File: src/cpu900_defines.svh
/*
  Global sizing macros for the cpu900 core.
  Include this header wherever address, data or register-count widths
  are needed; the include guard makes repeated inclusion harmless.
*/
`ifndef CPU900_DEFINES_SVH
`define CPU900_DEFINES_SVH

// RAM word address width
`define CPU900_AW       24
// Data path and register width
`define CPU900_DW       16
// Number of general registers
`define CPU900_NREGS    8
// First instruction address after reset
`define CPU900_RESET_PC 0

`endif

File: src/cpu900_pkg.sv
/*
  Shared types for the cpu900 core: instruction word layouts,
  opcode and ALU operation encodings, flags and register write control.
*/
`include "cpu900_defines.svh"

package cpu900_pkg;

    // Major opcode in bits 15..12
    typedef enum logic [3:0] {
        OP_NOP  = 4'h0,
        OP_LDI  = 4'h1,
        OP_ADD  = 4'h2,
        OP_SUB  = 4'h3,
        OP_AND  = 4'h4,
        OP_OR   = 4'h5,
        OP_XOR  = 4'h6,
        OP_ADDI = 4'h7,
        OP_LD   = 4'h8,
        OP_ST   = 4'h9,
        OP_JR   = 4'hA,
        OP_HALT = 4'hF
    } opcode_e;

    // Register form: rd, rs
    typedef struct packed {
        opcode_e     op;
        logic [2:0]  rd;
        logic [2:0]  rs;
        logic [5:0]  unused;
    } instr_reg_t;

    // Immediate form: rd or condition code, imm8
    typedef struct packed {
        opcode_e     op;
        logic [2:0]  rd;
        logic        unused;
        logic [7:0]  imm;
    } instr_imm_t;

    typedef union packed {
        instr_reg_t  rf;
        instr_imm_t  imf;
    } instr_u;

    // Bit 2 low is the adder group, where bit 0 picks the immediate operand
    typedef enum logic [2:0] {
        ALU_ADD  = 3'b000,
        ALU_ADDI = 3'b001,
        ALU_SUB  = 3'b010,
        ALU_PASS = 3'b011,
        ALU_AND  = 3'b100,
        ALU_OR   = 3'b101,
        ALU_XOR  = 3'b110
    } alu_op_e;

    typedef struct packed {
        logic z;
        logic c;
    } flags_t;

    typedef struct packed {
        logic                              we;
        logic [$clog2(`CPU900_NREGS)-1:0]  sel;
        logic                              src;  // 1 selects memory data
    } reg_wr_t;

endpackage

File: src/cpu900_ctrl.sv
/*
  Instruction sequencer and decoder.
  Runs FETCH, DECODE, MEM and HALT. In DECODE the instruction is taken
  straight from the RAM output so single-word operations finish in two
  enabled cycles; LD and ST continue into MEM.
*/
`timescale 1ns/1ns
`include "cpu900_defines.svh"

module cpu900_ctrl (
    input                                     clk,
    input                                     arst_n,
    input                                     cen,
    input        [`CPU900_DW-1:0]             ram_dout,
    input  cpu900_pkg::flags_t                flags,
    output logic [$clog2(`CPU900_NREGS)-1:0]  rd_sel,
    output logic [$clog2(`CPU900_NREGS)-1:0]  rs_sel,
    output cpu900_pkg::reg_wr_t               reg_wr,
    output cpu900_pkg::alu_op_e               alu_op,
    output logic [7:0]                        imm,
    output logic                              alu_go,
    output logic                              flag_we,
    output logic                              addr_sel,
    output logic                              mem_wr,
    output logic                              latch_en,
    output logic                              pc_inc,
    output logic                              pc_jump,
    output logic [7:0]                        disp,
    output logic                              halted
);
    import cpu900_pkg::*;

    typedef enum logic [1:0] {S_FETCH, S_DECODE, S_MEM, S_HALT} state_e;

    state_e  state;
    logic    mem_wb;
    instr_u  ir;
    instr_u  cur;
    opcode_e op;
    logic    in_decode;
    logic    in_mem;
    logic    alu_wr;
    logic    cond_ok;

    // RAM output carries the instruction during DECODE only
    always_comb begin
        if (state == S_DECODE) begin
            cur = ram_dout;
        end else begin
            cur = ir;
        end
    end

    assign op        = cur.rf.op;
    assign in_decode = (state == S_DECODE);
    assign in_mem    = (state == S_MEM);

    always_comb begin
        alu_wr  = 1'b1;
        flag_we = 1'b1;
        case (op)
            OP_LDI:  begin alu_op = ALU_PASS; flag_we = 1'b0; end
            OP_ADD:  alu_op = ALU_ADD;
            OP_SUB:  alu_op = ALU_SUB;
            OP_AND:  alu_op = ALU_AND;
            OP_OR:   alu_op = ALU_OR;
            OP_XOR:  alu_op = ALU_XOR;
            OP_ADDI: alu_op = ALU_ADDI;
            default: begin alu_op = ALU_PASS; alu_wr = 1'b0; flag_we = 1'b0; end
        endcase
    end

    // JR condition code sits in the rd field
    always_comb begin
        case (cur.imf.rd)
            3'd0:    cond_ok = 1'b1;
            3'd1:    cond_ok = flags.z;
            3'd2:    cond_ok = !flags.z;
            3'd3:    cond_ok = flags.c;
            3'd4:    cond_ok = !flags.c;
            default: cond_ok = 1'b0;
        endcase
    end

    assign rd_sel     = cur.rf.rd;
    assign rs_sel     = cur.rf.rs;
    assign imm        = cur.imf.imm;
    assign disp       = cur.imf.imm;
    assign alu_go     = in_decode && alu_wr;
    assign reg_wr.we  = (in_decode && alu_wr) || (in_mem && mem_wb);
    assign reg_wr.sel = cur.rf.rd;
    assign reg_wr.src = in_mem;
    assign addr_sel   = in_mem;
    assign mem_wr     = in_mem && (op == OP_ST);
    assign latch_en   = in_mem && mem_wb;
    assign pc_inc     = (state == S_FETCH);
    assign pc_jump    = in_decode && (op == OP_JR) && cond_ok;
    assign halted     = (state == S_HALT);

    always_ff @(posedge clk or negedge arst_n) begin
        if (!arst_n) begin
            state  <= S_FETCH;
            mem_wb <= 1'b0;
            ir     <= '0;
        end else if (cen) begin
            case (state)
                S_FETCH: state <= S_DECODE;
                S_DECODE: begin
                    ir <= cur;
                    if (op == OP_LD || op == OP_ST) begin
                        state <= S_MEM;
                    end else if (op == OP_HALT) begin
                        state <= S_HALT;
                    end else begin
                        state <= S_FETCH;
                    end
                end
                S_MEM: begin
                    // LD spends a second step waiting for the read word
                    if (op == OP_LD && !mem_wb) begin
                        mem_wb <= 1'b1;
                    end else begin
                        mem_wb <= 1'b0;
                        state  <= S_FETCH;
                    end
                end
                default: state <= S_HALT;
            endcase
        end
    end

endmodule

File: src/cpu900_regs.sv
/*
  General register bank, eight 16-bit registers.
  Two combinational read ports feed the ALU and memory path, one write
  port takes ALU or memory data, and a third read port serves the
  external register dump.
*/
`timescale 1ns/1ns
`include "cpu900_defines.svh"

module cpu900_regs (
    input                                     clk,
    input                                     arst_n,
    input                                     cen,
    input        [$clog2(`CPU900_NREGS)-1:0]  rd_sel,
    input        [$clog2(`CPU900_NREGS)-1:0]  rs_sel,
    input  cpu900_pkg::reg_wr_t               reg_wr,
    input        [`CPU900_DW-1:0]             alu_result,
    input        [`CPU900_DW-1:0]             mem_data,
    input        [$clog2(`CPU900_NREGS)-1:0]  dmp_addr,
    output logic [`CPU900_DW-1:0]             rd_val,
    output logic [`CPU900_DW-1:0]             rs_val,
    output logic [`CPU900_DW-1:0]             dmp_din
);

    logic [`CPU900_DW-1:0] regs [`CPU900_NREGS];
    logic [`CPU900_DW-1:0] wdata;

    assign wdata = reg_wr.src ? mem_data : alu_result;

    always_ff @(posedge clk or negedge arst_n) begin
        if (!arst_n) begin
            for (int i = 0; i < `CPU900_NREGS; i++) begin
                regs[i] <= '0;
            end
        end else if (cen && reg_wr.we) begin
            regs[reg_wr.sel] <= wdata;
        end
    end

    // Operand reads
    assign rd_val  = regs[rd_sel];
    assign rs_val  = regs[rs_sel];

    // Dump read, independent of the core
    assign dmp_din = regs[dmp_addr];

endmodule

File: src/cpu900_alu.sv
/*
  Arithmetic and logic unit with the Z and C flag register.
  The result is combinational from the operands; flags update on an
  enabled edge when the controller strobes go with flag_we set.
*/
`timescale 1ns/1ns
`include "cpu900_defines.svh"

module cpu900_alu (
    input                               clk,
    input                               arst_n,
    input                               cen,
    input  cpu900_pkg::alu_op_e         op,
    input        [`CPU900_DW-1:0]       a,
    input        [`CPU900_DW-1:0]       b,
    input        [7:0]                  imm,
    input                               go,
    input                               flag_we,
    output logic [`CPU900_DW-1:0]       result,
    output cpu900_pkg::flags_t          flags
);
    import cpu900_pkg::*;

    logic                  use_imm;
    logic [`CPU900_DW-1:0] opb;
    logic [`CPU900_DW:0]   sum;
    logic [`CPU900_DW:0]   diff;
    logic                  carry;

    // Immediate replaces b for ADDI and pass
    assign use_imm = !op[2] && op[0];
    assign opb     = use_imm ? {{(`CPU900_DW-8){1'b0}}, imm} : b;

    assign sum  = {1'b0, a} + {1'b0, opb};
    assign diff = {1'b0, a} - {1'b0, opb};

    always_comb begin
        carry = 1'b0;
        case (op)
            ALU_ADD, ALU_ADDI: begin
                result = sum[`CPU900_DW-1:0];
                carry  = sum[`CPU900_DW];
            end
            ALU_SUB: begin
                result = diff[`CPU900_DW-1:0];
                carry  = diff[`CPU900_DW];   // borrow
            end
            ALU_AND: result = a & opb;
            ALU_OR:  result = a | opb;
            ALU_XOR: result = a ^ opb;
            default: result = opb;
        endcase
    end

    always_ff @(posedge clk or negedge arst_n) begin
        if (!arst_n) begin
            flags <= '0;
        end else if (cen && go && flag_we) begin
            flags.z <= (result == '0);
            flags.c <= carry;
        end
    end

endmodule

File: src/cpu900_ramctl.sv
/*
  Memory controller between the core and the synchronous RAM.
  Selects the PC or a zero-extended data address, drives write data
  and the gated write strobe, and holds the last word read for LD.
*/
`timescale 1ns/1ns
`include "cpu900_defines.svh"

module cpu900_ramctl (
    input                          clk,
    input                          arst_n,
    input                          cen,
    input        [`CPU900_AW-1:0]  pc,
    input        [`CPU900_DW-1:0]  data_addr,
    input        [`CPU900_DW-1:0]  wr_data,
    input                          addr_sel,
    input                          mem_wr,
    input                          latch_en,
    input        [`CPU900_DW-1:0]  ram_dout,
    output logic [`CPU900_AW-1:0]  ram_addr,
    output logic [`CPU900_DW-1:0]  ram_din,
    output logic [1:0]             ram_we,
    output logic [`CPU900_DW-1:0]  latched
);

    logic [`CPU900_DW-1:0] data_q;

    assign ram_addr = addr_sel ? {{(`CPU900_AW-`CPU900_DW){1'b0}}, data_addr} : pc;
    assign ram_din  = wr_data;

    // Both byte lanes, only on enabled cycles
    assign ram_we   = {2{mem_wr & cen}};

    always_ff @(posedge clk or negedge arst_n) begin
        if (!arst_n) begin
            data_q <= '0;
        end else if (cen && latch_en) begin
            data_q <= ram_dout;
        end
    end

    // Read word goes through while it is being captured,
    // so the register write lands on the same edge
    assign latched = latch_en ? ram_dout : data_q;

endmodule

File: src/cpu900_pc.sv
/*
  Program counter.
  Steps by one word on inc and adds the sign-extended 8-bit
  displacement on jump.
*/
`timescale 1ns/1ns
`include "cpu900_defines.svh"

module cpu900_pc (
    input                          clk,
    input                          arst_n,
    input                          cen,
    input                          inc,
    input                          jump,
    input        [7:0]             disp,
    output logic [`CPU900_AW-1:0]  pc
);

    logic [`CPU900_AW-1:0] disp_ext;

    assign disp_ext = {{(`CPU900_AW-8){disp[7]}}, disp};

    always_ff @(posedge clk or negedge arst_n) begin
        if (!arst_n) begin
            pc <= `CPU900_AW'(`CPU900_RESET_PC);
        end else if (cen) begin
            if (jump) begin
                pc <= pc + disp_ext;
            end else if (inc) begin
                pc <= pc + 1'b1;
            end
        end
    end

endmodule

File: src/cpu900.sv
/*
  cpu900 top level, a small 16-bit core.
  Connects the controller, register bank, ALU, memory controller and
  program counter to an external synchronous RAM and a register dump
  port. All state advances on rising clk edges with cen high.
*/
`timescale 1ns/1ns
`include "cpu900_defines.svh"

module cpu900 (
    input                                      clk,
    input                                      arst_n,
    input                                      cen,

    output        [`CPU900_AW-1:0]             ram_addr,
    input         [`CPU900_DW-1:0]             ram_dout,
    output        [`CPU900_DW-1:0]             ram_din,
    output        [1:0]                        ram_we,
    // Register dump
    input         [$clog2(`CPU900_NREGS)-1:0]  dmp_addr,
    output        [`CPU900_DW-1:0]             dmp_din,
    output                                     halted
);
    import cpu900_pkg::*;

    // Register bank
    logic [$clog2(`CPU900_NREGS)-1:0] rd_sel, rs_sel;
    reg_wr_t                          reg_wr;
    logic [`CPU900_DW-1:0]            rd_val, rs_val;

    // ALU
    alu_op_e               alu_op;
    logic [7:0]            imm;
    logic                  alu_go, flag_we;
    logic [`CPU900_DW-1:0] alu_result;
    flags_t                flags;

    // Memory and PC
    logic                  addr_sel, mem_wr, latch_en;
    logic [`CPU900_DW-1:0] latched;
    logic                  pc_inc, pc_jump;
    logic [7:0]            disp;
    logic [`CPU900_AW-1:0] pc;

    cpu900_ctrl u_ctrl (
        .clk        ( clk        ),
        .arst_n     ( arst_n     ),
        .cen        ( cen        ),
        .ram_dout   ( ram_dout   ),
        .flags      ( flags      ),
        .rd_sel     ( rd_sel     ),
        .rs_sel     ( rs_sel     ),
        .reg_wr     ( reg_wr     ),
        .alu_op     ( alu_op     ),
        .imm        ( imm        ),
        .alu_go     ( alu_go     ),
        .flag_we    ( flag_we    ),
        .addr_sel   ( addr_sel   ),
        .mem_wr     ( mem_wr     ),
        .latch_en   ( latch_en   ),
        .pc_inc     ( pc_inc     ),
        .pc_jump    ( pc_jump    ),
        .disp       ( disp       ),
        .halted     ( halted     )
    );

    cpu900_regs u_regs (
        .clk        ( clk        ),
        .arst_n     ( arst_n     ),
        .cen        ( cen        ),
        .rd_sel     ( rd_sel     ),
        .rs_sel     ( rs_sel     ),
        .reg_wr     ( reg_wr     ),
        .alu_result ( alu_result ),
        .mem_data   ( latched    ),
        .dmp_addr   ( dmp_addr   ),
        .rd_val     ( rd_val     ),
        .rs_val     ( rs_val     ),
        .dmp_din    ( dmp_din    )
    );

    cpu900_alu u_alu (
        .clk        ( clk        ),
        .arst_n     ( arst_n     ),
        .cen        ( cen        ),
        .op         ( alu_op     ),
        .a          ( rd_val     ),
        .b          ( rs_val     ),
        .imm        ( imm        ),
        .go         ( alu_go     ),
        .flag_we    ( flag_we    ),
        .result     ( alu_result ),
        .flags      ( flags      )
    );

    cpu900_ramctl u_ramctl (
        .clk        ( clk        ),
        .arst_n     ( arst_n     ),
        .cen        ( cen        ),
        .pc         ( pc         ),
        .data_addr  ( rs_val     ),
        .wr_data    ( rd_val     ),
        .addr_sel   ( addr_sel   ),
        .mem_wr     ( mem_wr     ),
        .latch_en   ( latch_en   ),
        .ram_dout   ( ram_dout   ),
        .ram_addr   ( ram_addr   ),
        .ram_din    ( ram_din    ),
        .ram_we     ( ram_we     ),
        .latched    ( latched    )
    );

    cpu900_pc u_pc (
        .clk        ( clk        ),
        .arst_n     ( arst_n     ),
        .cen        ( cen        ),
        .inc        ( pc_inc     ),
        .jump       ( pc_jump    ),
        .disp       ( disp       ),
        .pc         ( pc         )
    );

endmodule

File: config.mk
export PLATFORM = sky130hd
export DESIGN_NAME = cpu900
export DESIGN_NICKNAME = d
export VERILOG_FILES = /design/src/cpu900_pkg.sv /design/src/cpu900_ctrl.sv /design/src/cpu900_regs.sv /design/src/cpu900_alu.sv /design/src/cpu900_ramctl.sv /design/src/cpu900_pc.sv /design/src/cpu900.sv
export VERILOG_INCLUDE_DIRS = /design/src
export SDC_FILE = /design/constraint.sdc
export NUM_CORES = 1
export LEC_CHECK = 0
export BUFFER_PORTS_ARGS = -buffer_cell sky130_fd_sc_hd__buf_4
export CAP_MARGIN = 10
export CELL_PAD_IN_SITES_DETAIL_PLACEMENT = 0
export CELL_PAD_IN_SITES_GLOBAL_PLACEMENT = 1
export CORE_UTILIZATION = 40
export DETAILED_ROUTE_END_ITERATION = 10
export HOLD_SLACK_MARGIN = 0.1
export PLACE_DENSITY_LB_ADDON = 0.1
export SYNTH_ARGS = -nofsm -noshare
export SYNTH_HDL_FRONTEND = slang
export SYNTH_SLANG_ARGS = --single-unit
File: constraint.sdc
create_clock -name clk -period 6.4 [get_ports clk]
set_input_delay 0 -clock clk [delete_from_list [all_inputs] [get_ports clk]]
set_output_delay 0 -clock clk [all_outputs]
set_load 0.1 [all_outputs]
After elaboration in Yosys (flattened, before gate mapping)
Index checks and enable logic that the tools add are counted.

Register bits after elaboration: 189.

Mux-type cells: 30. Equality and inequality tests: 24. Bitwise operators: 7. Reductions and logical operators: 30. Order comparisons: 4. Add/subtract/negate cells: 4.

Operators by type and width (number): $mux 16 (11); $bmux 16 s3 (3); $bwmux 128 (1); $pmux 16 s5 (1); $mux 24 (3); $demux 16 s3 (1); $add 24x1->24 const B (1); $add 24x24->24 (1); $pmux 3 s6 (1); $add 16x16->17 (1); $sub 16x16->17 (1); $and 16x16->16 (1); $eq 4x3->1 const B (4); $eq 4x4->1 const B (4); $logic_not 16->1 (1); $or 16x16->16 (1); $xor 16x16->16 (1); $eq 3x3->1 const B (4); $ge 4x4->1 const B (3); $logic_and 1x1->1 (12); $not 3->4 (3); $eq 3x2->1 const B (3); $eq 4x2->1 const B (2); $reduce_and 2->1 (4); other kinds (20) (31).

Longest topological paths before layout
Word-level depth: 11. Mapped depth: 25.

Cells and area by module
A second synthesis with hierarchy kept.

Cell total of the unflattened synthesis: 1401. Area, all modules: 15559.9 µm².

Modules (own cells, without submodules): cpu900_regs (times used 1, cells each 468, area each 7873.8 µm²); cpu900_alu (times used 1, cells each 437, area each 3036.7 µm²); cpu900_pc (times used 1, cells each 243, area each 1993.2 µm²); cpu900_ctrl (times used 1, cells each 156, area each 1431.4 µm²); cpu900_ramctl (times used 1, cells each 97, area each 1224.9 µm²).

Least setup slack after synthesis
No wires, ideal clock.

Path kind: register to register. From: register u_ctrl.state[0]. To: register, netlist name u_alu.flags[1]. Buffers on the path: 7. Setup slack: 0.552 ns. Setup time: 0.095 ns. Data required time: 6.305 ns. Cell stages (with the launch flop): 26. Data arrival time: 5.753 ns. Cell sequence: dfrtp_1 -> buf_4 -> nor2b_4 -> buf_6 -> buf_6 -> buf_2 -> nand2_1 -> nand2_1 -> clkbuf_1 -> buf_1 -> clkbuf_1 -> a211oi_1 -> nor2_1 -> nor2_1 -> inv_1 -> ha_1 -> fa_1 -> a21oi_1 -> o22ai_1 -> o22ai_1 -> o31ai_1 -> a2111oi_0 -> nor4_1 -> a21oi_1 -> or4_1 -> o31ai_1.

Elaborated cells between the ends (all ways): 42. Those cells by class: 2 x add/sub; 13 x eq/ne; 12 x mux; 5 x bitwise; 10 x reduce/logical.

RTL lines: start: declaration (RTL line cpu900_ctrl.sv:35) `state_e state;`; start signal: assignment (RTL line cpu900_ctrl.sv:102) `state <= S_FETCH;`; start signal: assignment (RTL line cpu900_ctrl.sv:107) `S_FETCH: state <= S_DECODE;`; start signal: assignment (RTL line cpu900_ctrl.sv:111) `state <= S_MEM;`; $eq 2x1->1 (*) (RTL line cpu900_ctrl.sv:47) `if (state == S_DECODE) begin`; $mux 16 (*) (RTL line cpu900_ctrl.sv:47); $not 3->4 (not written as such) (*) (RTL line cpu900_regs.sv:41) `assign rd_val = regs[rd_sel];`; $bmux 16 s3 (*) (RTL line cpu900_regs.sv:41); $mux 16 (not written as such) (*) (2 in a row) (RTL line cpu900_regs.sv:41); net ram_din[0] (RTL line cpu900.sv:17) `` output [`CPU900_DW-1:0] ram_din, ``; $sub 16x16->17 (tied with other cells) (RTL line cpu900_alu.sv:35) `assign diff = {1'b0, a} - {1'b0, opb};`; $pmux 16 s5 (*) (RTL line cpu900_alu.sv:39) `case (op)`; $logic_not 16->1 (*) (RTL line cpu900_alu.sv:59) `flags.z <= (result == '0);`.

The timed path passes the listed nets; every way through them passes the cells marked *. The select of a mux whose other input is x is not followed. A chain may end at the register's enable or synchronous reset.

Worst setup path after layout
From: register u_ctrl.state[0]. To: register u_regs.regs[127] (netlist name).

Cells in the longest elaborated chain, start to end: 11. Elaborated cells between the ends (all ways): 49. Those cells by class: 2 x add/sub; 2 x order compare; 14 x eq/ne; 16 x mux; 5 x bitwise; 10 x reduce/logical.

Ends and longest elaborated chain: $eq 2x1->1 (RTL line cpu900_ctrl.sv:47, cpu900_ctrl.sv:55); $mux 16 (RTL line cpu900_ctrl.sv:47); $eq 4x3->1 (tied with other cells) (RTL line cpu900_ctrl.sv:61) `case (op)`; $pmux 3 s6 / $bmux 16 s3 (equally long branches) (RTL line cpu900_ctrl.sv:61, cpu900_regs.sv:42); $logic_not 1->1 / $mux 16 (equally long branches) (RTL line cpu900_alu.sv:31, cpu900_regs.sv:42); $logic_and 1x1->1 / $mux 16 (equally long branches) (RTL line cpu900_alu.sv:31, cpu900_regs.sv:42); $mux 16 (RTL line cpu900_alu.sv:32) `` assign opb = use_imm ? {{(`CPU900_DW-8){1'b0}}, imm} : b; ``; $sub 16x16->17 (tied with other cells) (RTL line cpu900_alu.sv:35); $pmux 16 s5 (RTL line cpu900_alu.sv:39); $mux 16 (RTL line cpu900_regs.sv:28) `assign wdata = reg_wr.src ? mem_data : alu_result;`; $bwmux 128 (RTL line cpu900_regs.sv:36) `regs[reg_wr.sel] <= wdata;`; end signal: indexed assignment (RTL line cpu900_regs.sv:36); end: declaration (RTL line cpu900_regs.sv:25) `` logic [`CPU900_DW-1:0] regs [`CPU900_NREGS]; ``.

Several ways; a longest one is shown, not always the timed one. The select of a mux whose other input is x is not followed.

==> flow_metrics.tcl <==
set metrics [dict create \
    synth_fp_nets 1887 \
    grt_first_pass_wirelength_um 87400 \
    yosys-top-cells-area "dfrtp_1 32%, nand2_1 9.5%, o21ai_0 6.5%, ha_1 6.1%, mux4_2 5.6%" \
    synth-async-reset-ratio_pct 100 \
    io_pins 81 \
    synth_edf_count 0 \
    vias 14200 \
    cts-root-buf "clkbuf_16" \
    place.port_buffers 80 \
    timing.setup.tns_ns 0 \
    synth_xor_area_share_pct 1.34 \
    cpMostUsedCell "o21ai_0" \
    worstSetupPathType "reg -> reg" \
    dieWidth_um 196 \
    antenna_left 0 \
    synth_area_um2 15000 \
    first_iter_violations 1223 \
    hold_viol 0 \
    grt_start_max_net_pins 79 \
    synth-simple-area-share_pct 19.4 \
    ff2ff_setup_slack_ns 0.40 \
    finalClockSkew_ns 0.0195 \
    synth-adder-area-share_pct 6.49 \
    max-slew-margin-rel_pct 23.2 \
    drc_errors 0 \
    ff2ff_path_depth 17 \
    fmax_mhz 167 \
    final_nets 1967 \
    post_drt_wl_per_cell_um 24.4 \
    synthMuxAreaShare_pct 15.2 \
    setup_viol 0 \
    worstReg2RegStart "u_ctrl.state[0]" \
    htreeDepth 4 \
    clkTransAtPathRegs_ns 0.08 \
    clock_sinks 189 \
    synth_top_area_share_pct 31.5 \
    vias_per_cell 6.04 \
    ys.flop_type "dfrtp_1" \
    grt_pass1_vias 13800 \
    antenna_found_initial 3 \
    place_congestion 0.950 \
    ys_ff_latch 189 \
    ys_types 87 \
    syn_area_per_cell_um2 8.39 \
    grt_usage_pct 30.3 \
    critPathCaptureType "flip-flop" \
    die_h_um 196 \
    slew_viol_final 0 \
    drive_above_1_share_pct 17.0 \
    ys_seq_area_share_pct 31.5 \
    timing.final.crit_share_pct 93.7 \
    arrival_ns 6.36 \
    hold_class "in -> async" \
    synthTopCellsByCount "380 x nand2_1, 196 x o21ai_0, 189 x dfrtp_1, 99 x nor2_1, 81 x a21oi_1" \
    dpl.hpwl_um 42900 \
    insertion_delay_ns 0.46 \
    clockBufferDepth 2 \
    netlist_instances 1789 \
    path_cells "nor2b_4 > buf_4 > mux2i_2 > nor2_1 > a32oi_1 > o221ai_1 > mux2_2 > ha_1 > o21ai_0 > o21ai_0 > nand3_1 > and4b_1 > o41ai_1 > mux2_2 > o21ai_0 > nor2_1 > o31ai_1" \
    floorplan.die_area_um2 38300 \
    rsz0062_at_grt "false" \
    yosys_warnings 0 \
    worst_slew_pin_slew_ns 1.15 \
    synth_compound_area_share_pct 21.4 \
    status "complete, no violations" \
    start_util_pct 40.8 \
    startpoint_type "flip-flop" \
    worst_path_largest_cell_delay_ns 0.56 \
    synth_top_family_by_area "compound AO/OA/AOI/OAI gates" \
    period_minus_slack_ns 6.00 \
    gr-total-overflow 0 \
    cts_buffers 17 \
    synth_most_common_cell "nand2_1" \
    core_um2 36800 \
    cts_tree "yes" \
    num_rows 70 \
    wirelength_um 57400 \
    r2r-end "u_regs.regs[127]" \
    required_ns 6.76 \
    syn2layout_area_growth_pct 14.0 \
    first_pass_iters 6 \
    worst-path-max-fanout 11 \
    cpMaxStageDelayCell "o21ai_0" \
    drv_cap 0 \
    synth_area_leader_cell "dfrtp_1" \
]
-- cells in the final DEF, fill, tap and decap left out, types with 8 or more instances in the layout --
cell type / count
a211o_1: 8
a211oi_1: 19
a21o_1: 19
a21oi_1: 81
a22oi_1: 12
a311oi_1: 11
a31oi_1: 19
and2_1: 19
and3_1: 18
buf_4: 151
clkbuf_16: 17
dfrtp_1: 189
dlygate4sd3_1: 19
ha_1: 73
inv_1: 59
mux2_2: 63
mux2i_1: 58
mux4_2: 37
nand2_1: 380
nand2b_1: 18
nand3_1: 36
nor2_1: 99
nor3_1: 28
o21ai_0: 196
o21bai_1: 9
o221ai_1: 12
o31ai_1: 20
or2_2: 11
xnor2_1: 11
xor2_1: 12
-- state kept, by name, indices dropped and copies added, names as in the netlist --
register	flops
u_regs.regs	128
u_pc.pc	24
u_ramctl.data_q	16
u_ctrl.ir	16
u_alu.flags	2
u_ctrl.mem_wb	1
u_ctrl.state	2
-- layout make-up --
class | instances | area, um2
inverters | 59 | 221
fillers | 3709 | 19700
repair buffers | 173 | 1380
diodes | 1 | 2.50
clock inverters | 14 | 150
flip-flops and latches | 189 | 4730
clock buffers | 18 | 429
well taps | 468 | 586
multi-input cells | 1429 | 9610
-- timing repair --
| item | CTS | global route |
|---|---|---|
| resized for setup | 0 | 5 |
| hold endpoints to repair | 112 | 0 |
| setup endpoints to repair | 0 | 11 |
| buffers inserted | 0 | 7 |
| hold buffers | 19 | 0 |
-- metal layers --
layer | wire length (um) | global-route usage, % | up-vias
li1 | - | - | 6621
met1 | 25600 | 41.2 | 6966
met2 | 26600 | 48.5 | 519
met3 | 3090 | 4.44 | 100
met4 | 2120 | 12.4 | 2
met5 | 13 | 0 | -
-- metrics by stage --
step / hold WS [ns] / setup slack (ns) / cells / utilization [%] / cell area (um2)
floorplan: -0.296 / 0.552 / 1789 / - / 15000
global placement: 0.0891 / 0.262 / 2292 / 44.2 / 16300
detailed placement: 0.0910 / 0.158 / 2292 / 44.2 / 16300
CTS: 0.162 / 0.121 / 2343 / 46.3 / 17000
global route: 0.199 / 0.122 / 2350 / 46.5 / 17100
finish: 0.150 / 0.400 / 2351 / 46.5 / 17100
-- worst max-delay path: cells and delay by family, from the launching register on --
kind / cells / cell delay [ns]
mux: 3 / 1.20
simple gates: 5 / 1.26
buf+inv: 1 / 0.19
compound gates: 7 / 2.25
flops: 1 / 0.51
fa+ha+maj: 1 / 0.49
-- how the worst max path moves through the flow --
stage	start	to	slack, ns
3_3_place_gp	u_ctrl.state[0]	u_alu.flags[1]	0.26
4_1_cts	u_ctrl.state[0]	u_pc.pc[23]	0.12
3_5_place_dp	u_ctrl.state[0]	u_pc.pc[23]	0.16
5_1_grt	u_ctrl.state[0]	u_alu.flags[1]	0.12
6_report	u_ctrl.state[0]	u_regs.regs[127]	0.40
2_1_floorplan	u_ctrl.state[0]	u_alu.flags[1]	0.55
-- cells by family (layout without fill, tap and decap cells) --
| group | after synthesis | count (layout) |
|---|---|---|
| xor+xnor | 23 | 23 |
| compound gates | 504 | 504 |
| buf+inv | 171 | 264 |
| fa+ha+maj | 76 | 76 |
| flops | 189 | 189 |
| other cells | 0 | 1 |
| simple gates | 657 | 657 |
| mux | 169 | 169 |
Power is left out: the tool's default activity adds up to more than one toggle a clock period on the data nets, which glitch-free logic cannot reach.
